### src/logic/mailbox_defs.svh
`ifndef MAILBOX_DEFS_SVH
`define MAILBOX_DEFS_SVH

`define MB_NUM_READERS 3
`define MB_ID_W        8
`define MB_BUDGET_W    12
`define MB_MSG_W       32
`define MB_YIELD_ID    8'd255    // Owner field of a yield request
`define MB_UNLIMITED   12'hfff   // Budget field that never counts down
`define MB_STACK_DEPTH 4
`define MB_STACK_PTR_W 3
`define MB_STACK_IDX_W 2
`define MB_QUEUE_DEPTH 4
`define MB_QUEUE_PTR_W 2
`define MB_QUEUE_CNT_W 3
`define MB_TICK_PERIOD 16        // Cycles per timeout step
`define MB_TICK_W      4

`endif

### src/logic/mailbox_pkg.sv
`include "mailbox_defs.svh"

package mailbox_pkg;

	typedef logic [`MB_ID_W-1:0]        owner_id_t;     // 255 requests a yield
	typedef logic [`MB_BUDGET_W-1:0]    budget_t;       // Limit or timeout count
	typedef logic [`MB_MSG_W-1:0]       msg_word_t;
	typedef logic [`MB_NUM_READERS-1:0] reader_mask_t;  // One bit per reader

	// Owner and budget, 32 bits, same layout as the saved stack entries
	typedef struct packed {
		owner_id_t owner;
		budget_t   limit;
		budget_t   timeout;
	} owner_state_t;

	typedef enum logic {
		st_run,
		st_flush   // One cycle after every change of owner
	} arb_state_e;

endpackage

### src/logic/owner_fsm.sv
`timescale 1ns/1ns
`include "mailbox_defs.svh"

module owner_fsm (
	input  logic                                           clk,
	input  logic                                           resetn,
	input  mailbox_pkg::reader_mask_t                      req_valid,
	output mailbox_pkg::reader_mask_t                      req_ready,
	input  mailbox_pkg::owner_state_t [`MB_NUM_READERS-1:0] req_state,
	input  logic                                           tick,
	input  logic                                           read_fire,
	input  mailbox_pkg::owner_state_t                      top_state,
	input  logic                                           stack_empty,
	input  logic                                           stack_full,
	output logic                                           push,
	output logic                                           pop,
	output mailbox_pkg::owner_state_t                      push_state,
	output logic                                           flush,
	output logic                                           read_enable,
	output mailbox_pkg::owner_id_t                         owner,
	output mailbox_pkg::owner_state_t                      owner_state
);
	import mailbox_pkg::*;

	arb_state_e   state;
	owner_state_t cur;        // Current owner and its remaining budget
	owner_state_t req_sel;    // Request from the current owner
	owner_state_t pop_state;
	owner_state_t dec_state;
	logic         in_run;
	logic         accept;
	logic         is_yield;
	logic         is_valid;
	logic         exhausted;

	// Saturating step, unlimited and zero fields hold
	function automatic budget_t dec_budget(input budget_t value, input logic en);
		if (en && (value != '0) && (value != `MB_UNLIMITED))
			return value - 1'b1;
		return value;
	endfunction

	assign in_run      = (state == st_run);
	assign flush       = (state == st_flush);
	assign owner       = cur.owner;
	assign owner_state = cur;
	assign read_enable = in_run && (cur.limit != '0);

	// Only the owner may delegate or yield
	always_comb
	begin
		req_ready = '0;
		req_sel   = '0;
		for (int i = 0; i < `MB_NUM_READERS; i++)
		begin
			if (cur.owner == owner_id_t'(i))
			begin
				req_ready[i] = in_run && !stack_full;
				req_sel      = req_state[i];
			end
		end
	end

	assign accept   = |(req_valid & req_ready);
	assign is_yield = accept && (req_sel.owner == `MB_YIELD_ID);
	// Child budget must be non-zero and strictly below ours in both fields
	assign is_valid = accept && !is_yield
		&& (req_sel.limit != '0) && (req_sel.limit < cur.limit)
		&& (req_sel.timeout != '0) && (req_sel.timeout < cur.timeout);
	assign exhausted = (cur.limit == '0) || (cur.timeout == '0);

	// Root owner has no parent, so it just sits on a zero budget
	assign pop  = in_run && !stack_empty && (is_yield || exhausted);
	assign push = is_valid;

	// Parent keeps what it did not hand over
	always_comb
	begin
		push_state.owner = cur.owner;
		if (cur.limit == `MB_UNLIMITED)
			push_state.limit = cur.limit;
		else
			push_state.limit = cur.limit - req_sel.limit;
		if (cur.timeout == `MB_UNLIMITED)
			push_state.timeout = cur.timeout;
		else
			push_state.timeout = cur.timeout - req_sel.timeout;
	end

	// A yield hands the unused budget back to finite parent fields
	always_comb
	begin
		pop_state = top_state;
		if (is_yield)
		begin
			if (top_state.limit != `MB_UNLIMITED)
				pop_state.limit = top_state.limit + cur.limit;
			if (top_state.timeout != `MB_UNLIMITED)
				pop_state.timeout = top_state.timeout + cur.timeout;
		end
	end

	always_comb
	begin
		dec_state         = cur;
		dec_state.limit   = dec_budget(cur.limit, read_fire);   // One per accepted read
		dec_state.timeout = dec_budget(cur.timeout, tick);
	end

	always_ff @(posedge clk)
	begin
		if (!resetn)
		begin
			state <= st_run;
			cur   <= '{owner: '0, limit: `MB_UNLIMITED, timeout: `MB_UNLIMITED};
		end
		else if (flush)
		begin
			state <= st_run;
		end
		else if (pop)
		begin
			cur   <= pop_state;
			state <= st_flush;
		end
		else if (push)
		begin
			cur   <= req_sel;
			state <= st_flush;
		end
		else
		begin
			cur <= dec_state;
		end
	end

	push_pop_excl: assert property (@(posedge clk) disable iff (!resetn)
		!(push && pop));

	// A yield id must never end up as an owner
	owner_not_yield: assert property (@(posedge clk) disable iff (!resetn)
		cur.owner != `MB_YIELD_ID);

endmodule

### src/logic/delegation_stack.sv
`timescale 1ns/1ns
`include "mailbox_defs.svh"

module delegation_stack (
	input  logic                      clk,
	input  logic                      resetn,
	input  logic                      push,
	input  logic                      pop,
	input  mailbox_pkg::owner_state_t push_state,
	output mailbox_pkg::owner_state_t top_state,
	output logic                      empty,
	output logic                      full
);
	import mailbox_pkg::*;

	owner_state_t               entries [`MB_STACK_DEPTH];
	logic [`MB_STACK_PTR_W-1:0] ptr;       // Number of saved parents
	logic [`MB_STACK_IDX_W-1:0] top_idx;

	assign empty     = (ptr == '0);
	assign full      = (ptr == `MB_STACK_PTR_W'(`MB_STACK_DEPTH));
	assign top_idx   = `MB_STACK_IDX_W'(ptr - 1'b1);
	assign top_state = entries[top_idx];   // Don't care while empty

	always_ff @(posedge clk)
	begin
		if (push)
			entries[ptr[`MB_STACK_IDX_W-1:0]] <= push_state;
	end

	always_ff @(posedge clk)
	begin
		if (!resetn)
			ptr <= '0;
		else if (push)
			ptr <= ptr + 1'b1;
		else if (pop)
			ptr <= ptr - 1'b1;
	end

	// FSM must hold off delegation while the stack is full
	no_push_full: assert property (@(posedge clk) disable iff (!resetn)
		push |-> !full);

	no_pop_empty: assert property (@(posedge clk) disable iff (!resetn)
		pop |-> !empty);

endmodule

### src/logic/tick_timer.sv
`timescale 1ns/1ns
`include "mailbox_defs.svh"

module tick_timer (
	input  logic clk,
	input  logic resetn,
	output logic tick
);
	logic [`MB_TICK_W-1:0] count;

	// First tick lands MB_TICK_PERIOD edges after reset
	always_ff @(posedge clk)
	begin
		if (!resetn)
			count <= `MB_TICK_W'(`MB_TICK_PERIOD - 1);
		else if (count == '0)
			count <= `MB_TICK_W'(`MB_TICK_PERIOD - 1);   // Reload
		else
			count <= count - 1'b1;
	end

	assign tick = (count == '0);

endmodule

### src/logic/msg_queue.sv
`timescale 1ns/1ns
`include "mailbox_defs.svh"

module msg_queue (
	input  logic                      clk,
	input  logic                      resetn,
	input  logic                      flush,
	input  logic                      read_enable,
	input  mailbox_pkg::owner_id_t    owner,
	input  logic                      wr_valid,
	output logic                      wr_ready,
	input  mailbox_pkg::msg_word_t    wr_data,
	output mailbox_pkg::reader_mask_t rd_valid,
	input  mailbox_pkg::reader_mask_t rd_ready,
	output mailbox_pkg::msg_word_t    rd_data,
	output logic                      read_fire
);
	import mailbox_pkg::*;

	msg_word_t                  mem [`MB_QUEUE_DEPTH];
	logic [`MB_QUEUE_PTR_W-1:0] wr_ptr;
	logic [`MB_QUEUE_PTR_W-1:0] rd_ptr;
	logic [`MB_QUEUE_CNT_W-1:0] count;
	logic                       head_valid;
	logic                       owner_ready;
	logic                       wr_fire;

	assign wr_ready   = (count != `MB_QUEUE_CNT_W'(`MB_QUEUE_DEPTH)) && !flush;
	assign wr_fire    = wr_valid && wr_ready;
	assign head_valid = (count != '0) && read_enable && !flush;
	assign rd_data    = mem[rd_ptr];

	// Steer valid to the owner, listen to its ready only
	always_comb
	begin
		rd_valid    = '0;
		owner_ready = 1'b0;
		for (int i = 0; i < `MB_NUM_READERS; i++)
		begin
			if (owner == owner_id_t'(i))
			begin
				rd_valid[i] = head_valid;
				owner_ready = rd_ready[i];
			end
		end
	end

	assign read_fire = head_valid && owner_ready;

	always_ff @(posedge clk)
	begin
		if (wr_fire)
			mem[wr_ptr] <= wr_data;
	end

	always_ff @(posedge clk)
	begin
		if (!resetn || flush)   // New owner starts with an empty queue
		begin
			wr_ptr <= '0;
			rd_ptr <= '0;
			count  <= '0;
		end
		else
		begin
			if (wr_fire)
				wr_ptr <= wr_ptr + 1'b1;
			if (read_fire)
				rd_ptr <= rd_ptr + 1'b1;
			if (wr_fire && !read_fire)
				count <= count + 1'b1;
			else if (read_fire && !wr_fire)
				count <= count - 1'b1;
		end
	end

	count_in_range: assert property (@(posedge clk) disable iff (!resetn)
		count <= `MB_QUEUE_CNT_W'(`MB_QUEUE_DEPTH));

endmodule

### src/logic/mailbox_arb.sv
`timescale 1ns/1ns
`include "mailbox_defs.svh"

module mailbox_arb (
	input  logic                                           clk,
	input  logic                                           resetn,
	input  logic                                           wr_valid,
	output logic                                           wr_ready,
	input  mailbox_pkg::msg_word_t                         wr_data,
	output mailbox_pkg::reader_mask_t                      rd_valid,
	input  mailbox_pkg::reader_mask_t                      rd_ready,
	output mailbox_pkg::msg_word_t                         rd_data,
	input  mailbox_pkg::reader_mask_t                      req_valid,
	output mailbox_pkg::reader_mask_t                      req_ready,
	input  mailbox_pkg::owner_state_t [`MB_NUM_READERS-1:0] req_state,
	output mailbox_pkg::owner_state_t                      owner_state
);
	import mailbox_pkg::*;

	owner_state_t push_state;
	owner_state_t top_state;
	owner_id_t    owner;
	logic         push;
	logic         pop;
	logic         stack_empty;
	logic         stack_full;
	logic         tick;
	logic         read_fire;
	logic         flush;
	logic         read_enable;

	owner_fsm i_owner_fsm (
		.clk         (clk),
		.resetn      (resetn),
		.req_valid   (req_valid),
		.req_ready   (req_ready),
		.req_state   (req_state),
		.tick        (tick),
		.read_fire   (read_fire),
		.top_state   (top_state),
		.stack_empty (stack_empty),
		.stack_full  (stack_full),
		.push        (push),
		.pop         (pop),
		.push_state  (push_state),
		.flush       (flush),
		.read_enable (read_enable),
		.owner       (owner),
		.owner_state (owner_state)
	);

	delegation_stack i_delegation_stack (
		.clk        (clk),
		.resetn     (resetn),
		.push       (push),
		.pop        (pop),
		.push_state (push_state),
		.top_state  (top_state),
		.empty      (stack_empty),
		.full       (stack_full)
	);

	tick_timer i_tick_timer (
		.clk    (clk),
		.resetn (resetn),
		.tick   (tick)
	);

	// Single writer, data goes to whoever owns the read side
	msg_queue i_msg_queue (
		.clk         (clk),
		.resetn      (resetn),
		.flush       (flush),
		.read_enable (read_enable),
		.owner       (owner),
		.wr_valid    (wr_valid),
		.wr_ready    (wr_ready),
		.wr_data     (wr_data),
		.rd_valid    (rd_valid),
		.rd_ready    (rd_ready),
		.rd_data     (rd_data),
		.read_fire   (read_fire)
	);

endmodule

### config.mk
export PLATFORM = sky130hd
export DESIGN_NAME = mailbox_arb
export DESIGN_NICKNAME = d
export VERILOG_FILES = /design/src/logic/mailbox_pkg.sv /design/src/logic/owner_fsm.sv /design/src/logic/delegation_stack.sv /design/src/logic/tick_timer.sv /design/src/logic/msg_queue.sv /design/src/logic/mailbox_arb.sv
export VERILOG_INCLUDE_DIRS = /design/src /design/src/logic
export SDC_FILE = /design/constraint.sdc
export NUM_CORES = 1
export LEC_CHECK = 0
export BUFFER_PORTS_ARGS = -buffer_cell sky130_fd_sc_hd__buf_2
export CAP_MARGIN = 20
export CELL_PAD_IN_SITES_DETAIL_PLACEMENT = 1
export CELL_PAD_IN_SITES_GLOBAL_PLACEMENT = 1
export CORE_MARGIN = 4
export CORE_UTILIZATION = 30
export DETAILED_ROUTE_END_ITERATION = 8
export GPL_ROUTABILITY_DRIVEN = 0
export HOLD_SLACK_MARGIN = 0.08
export PLACE_DENSITY_LB_ADDON = 0.1
export SLEW_MARGIN = 5
export SYNTH_ARGS = -nofsm -noshare
export SYNTH_HDL_FRONTEND = slang
export SYNTH_SLANG_ARGS = --single-unit
### constraint.sdc
create_clock -name clk -period 5.75 [get_ports clk]
set_input_delay 0.2875 -clock clk [delete_from_list [all_inputs] [get_ports clk]]
set_output_delay 0.2875 -clock clk [all_outputs]
set_load 0.005 [all_outputs]
==> summary.txt <==
=================================================================================
Status                                                               complete, no violations
Total grt overflow                                                              0
Crit path max fanout                                                           23
Router iterations before antenna repair                                         5
Final wirelength                                                         51900 um
Reg clk slew, reported paths                                              0.06 ns
Via count normalized by instance count                                       5.19
Layout fillers                                                               5585
Class of the worst hold path                                         primary input to flop
Final number of setup-violating endpoints                                       0
Worst-Margin Slew                                                         1.11 ns
CTS H-Tree Depth                                                                2
Overall die height                                                         238 um
Startpoint type of the worst setup path                                      flop
Vias in the first global route                                              12000
CTS Root Buffer Type                                                 sky130_fd_sc_hd__clkbuf_16
Area of the die                                                       56400 sq um
Setup repair bufs after CTS                                                     0
CTS tree                                                                      yes
Pin count of the biggest net entering global routing                           51
Count of standard-cell rows                                                    83
Fraction of layout cells with a size suffix above 1                         25.4%
Post-layout minimum cycle time                                            4.77 ns
DR WL/cell                                                                23.7 um
HPWL after detailed placement                                            37800 um
Sequential element share of the synthesized area                            54.8%
Aggregate negative setup slack                                               0 ns
Static Leak                                                               6.77 nW
Detailed Route Iter0 Violations                                               591
Type of the worst setup path                                         flop to flop
Number of nets in the layout                                                 1683
Most used DFF post-synth                                             sky130_fd_sc_hd__edfxtp_1
Setup clock skew after layout                                           0.0152 ns
Starting Density                                                            30.6%
Number of warnings reported in the yosys synthesis log                          0
Power density of the placed cells                                     554 nW/um^2
All-Layer GR Usage                                                          18.2%
Total count of hold-check failures in the final report                          0
Number of max-slew violations in the final report                               0
Gate count of the mapped netlist                                             1236
Cts bufs inserted                                                              37
Setup repair after global routing missed its margin                            no
Number of design rule violations left after detail routing                      0
Headroom to the max-slew limit                                              25.4%
Critical Path Sink Type                                                      flop
Post-Synthesis Mean Instance Area                                      12.8 sq um
Number of synthesized register bits                                           305
Core Box Area                                                         51700 sq um
Initial antenna violation count                                                 0
Number of max-cap violations                                                    0
Buffers on Ports                                                              207
Cell variety after synth                                                       72
I/O pin cnt                                                                   208
Upper clock frequency limit                                               210 MHz
Total vias in the final route                                               11400
DIE WIDTH                                                                  238 um
Worst ir drop on vdd                                                     0.234 mV
Wire length of the first global-routing pass                             77900 um
Source-to-sink clock delay at the later pin of the worst-skew pair        0.55 ns
Antenna diodes                                                                  0
Layout area overhead                                                        20.9%
Async SR Flop Fraction                                                         0%
Required time at the endpoint of the critical path                        6.15 ns
Synthesized Nets                                                             1438
Area of the mapped netlist                                            15800 sq um
EDFF count, synth                                                             256
Number of buffers between clock root and the deepest sink                       3
TritonCTS Sinks                                                               305
WP data arrival                                                           5.17 ns
Final worst-path cycle share                                                83.0%
Count of antenna-violating nets left after detailed routing                     0
Worst hold slack after final layout                                      0.201 ns
=================================================================================
cell type report:
class / instances / area (sq um) / share of cell area, %
sequential: 305 / 8680 / 45.4
inverter: 32 / 120 / 0.629
clock buffer: 49 / 1000 / 5.24
timing repair buffer: 277 / 1650 / 8.64
multi-input combinational: 828 / 6680 / 34.9
clock inverter: 17 / 130 / 0.681
tap: 680 / 851 / 4.45
layer usage:
layer  wire [um]  GRT usage, %  share of wire, %  vias to the layer above
li1            -             -                 -                     5254
met1       24200          25.7                47                     5761
met2       23800          28.9                46                      285
met3        2800          3.90               5.4                       60
met4        1040          4.26               2.0                        0
met5           0             0                 0                        -
power by group:
group,total (mW),internal (mW),leakage [nW],switching (mW)
registers,3.41,3.13,2.72,0.279
logic,4.98,1.88,3.50,3.10
clock network,2.19,1.27,0.551,0.919
total,10.6,6.28,6.77,4.30
path summary, 6_finish.rpt:
kind,start,end,slack [ns],depth (start not counted)
max,i_owner_fsm.owner[1],i_owner_fsm.owner_state[5],0.98,16
min,req_state[62],i_owner_fsm.owner[6],0.20,4
max reg2reg,i_owner_fsm.owner[1],i_owner_fsm.owner_state[5],0.98,16
min reg2reg,i_tick_timer.count[0],i_tick_timer.count[0],0.40,1
critical path, stage by stage (launching register included):
cell                       delay [ns]
sky130_fd_sc_hd__dfxtp_4         0.57
sky130_fd_sc_hd__nor2b_4         0.23
sky130_fd_sc_hd__and2_0          0.21
sky130_fd_sc_hd__o21ai_0         0.19
sky130_fd_sc_hd__buf_4           0.18
sky130_fd_sc_hd__inv_1           0.05
sky130_fd_sc_hd__fa_1            0.40
sky130_fd_sc_hd__nand2b_1        0.16
sky130_fd_sc_hd__a21oi_1         0.33
sky130_fd_sc_hd__a211oi_1        0.17
sky130_fd_sc_hd__o21ai_0         0.31
sky130_fd_sc_hd__nor3_1          0.15
sky130_fd_sc_hd__a211oi_4        0.68
sky130_fd_sc_hd__nor2_1          0.38
sky130_fd_sc_hd__buf_4           0.29
sky130_fd_sc_hd__a22oi_1         0.20
sky130_fd_sc_hd__o311ai_1        0.12
state kept, by name, indices dropped and copies added, names as in the netlist, named ones only:
signal,cells
i_delegation_stack.ptr,3
i_tick_timer.count,4
i_msg_queue.count,3
i_owner_fsm.flush,1
i_msg_queue.wr_ptr,2
i_msg_queue.mem,128
i_delegation_stack.entries,128
i_msg_queue.rd_ptr,2
i_owner_fsm.owner,8
i_owner_fsm.owner_state,24
what timing repair did:
action                                 CTS  global route
hold buffers                            32             0
endpoints found under the hold margin  128             0
gates resized for setup                  0             0
metrics by stage:
stage / cells / area [sq um] / utilization (%) / worst slack (ns) / total power [mW]
after detailed placement: 2089 / 17700 / 34.1 / 0.857 / 8.48
final: 2188 / 19100 / 36.9 / 0.979 / 10.6
after floorplan: 1236 / 15800 / - / 0.608 / 6.68
after global routing: 2188 / 19100 / 36.9 / 0.572 / 11.4
after global placement: 2089 / 17700 / 34.1 / 1.02 / 8.42
after CTS: 2187 / 19100 / 36.9 / 0.846 / 10.7
cells in the mapped netlist, drive strengths merged, types with 5 or more instances:
cell / n / area [sq um]
edfxtp: 256 / 7690
nand2: 110 / 413
nor2: 82 / 308
mux4: 64 / 1440
o21ai: 64 / 320
ha: 60 / 751
mux2i: 53 / 531
dfxtp: 49 / 981
a21oi: 40 / 200
buf: 37 / 231
xnor2: 37 / 324
clkbuf: 34 / 128
nor3: 34 / 170
inv: 32 / 120
nand4: 23 / 144
xor2: 23 / 201
a211oi: 18 / 148
nor4: 18 / 113
nand3: 16 / 80.1
o211ai: 14 / 105
and2: 13 / 81.3
nor2b: 13 / 83.8
o2bb2ai: 12 / 105
nand2b: 11 / 68.8
or3: 10 / 62.6
a31oi: 9 / 56.3
o21a: 9 / 67.6
a21o: 7 / 52.6
o31ai: 6 / 58.8
or2: 6 / 37.5
and3: 5 / 31.3
fa: 5 / 100
o21bai: 5 / 37.5
kinds of logic after synthesis:
| logic type | Yosys count | share of synthesized area, % |
|---|---|---|
| AND/OR/NAND/NOR | 355 | 10.8 |
| flip-flops | 305 | 54.8 |
| AO/OA/AOI/OAI | 226 | 9.80 |
| multiplexers | 121 | 12.8 |
| buffers and inverters | 103 | 3.03 |
| adder cells (fa/ha/maj) | 66 | 5.45 |
| XOR/XNOR | 60 | 3.32 |
cells in the final DEF (no fill, tap or decap), drive strengths merged, types with 5 or more instances in the layout:
cell type      n
dfxtp         49
o211ai        14
o21ai         64
xor2          23
nand2b        11
nand2        110
and2          13
o31ai          6
o2bb2ai       12
mux2i         53
inv           33
buf          244
clkbuf        50
a21o           7
nor3          34
nor2b         13
dlygate4sd3   32
or2            6
ha            60
o21a           9
a31oi          9
edfxtp       256
nand4         23
nand3         16
nor4          18
mux4          64
o21bai         5
xnor2         37
and3           5
a21oi         40
clkinv        14
nor2          82
a211oi        18
or3           10
fa             5
No activity file was read; power rests on OpenSTA's default activity.
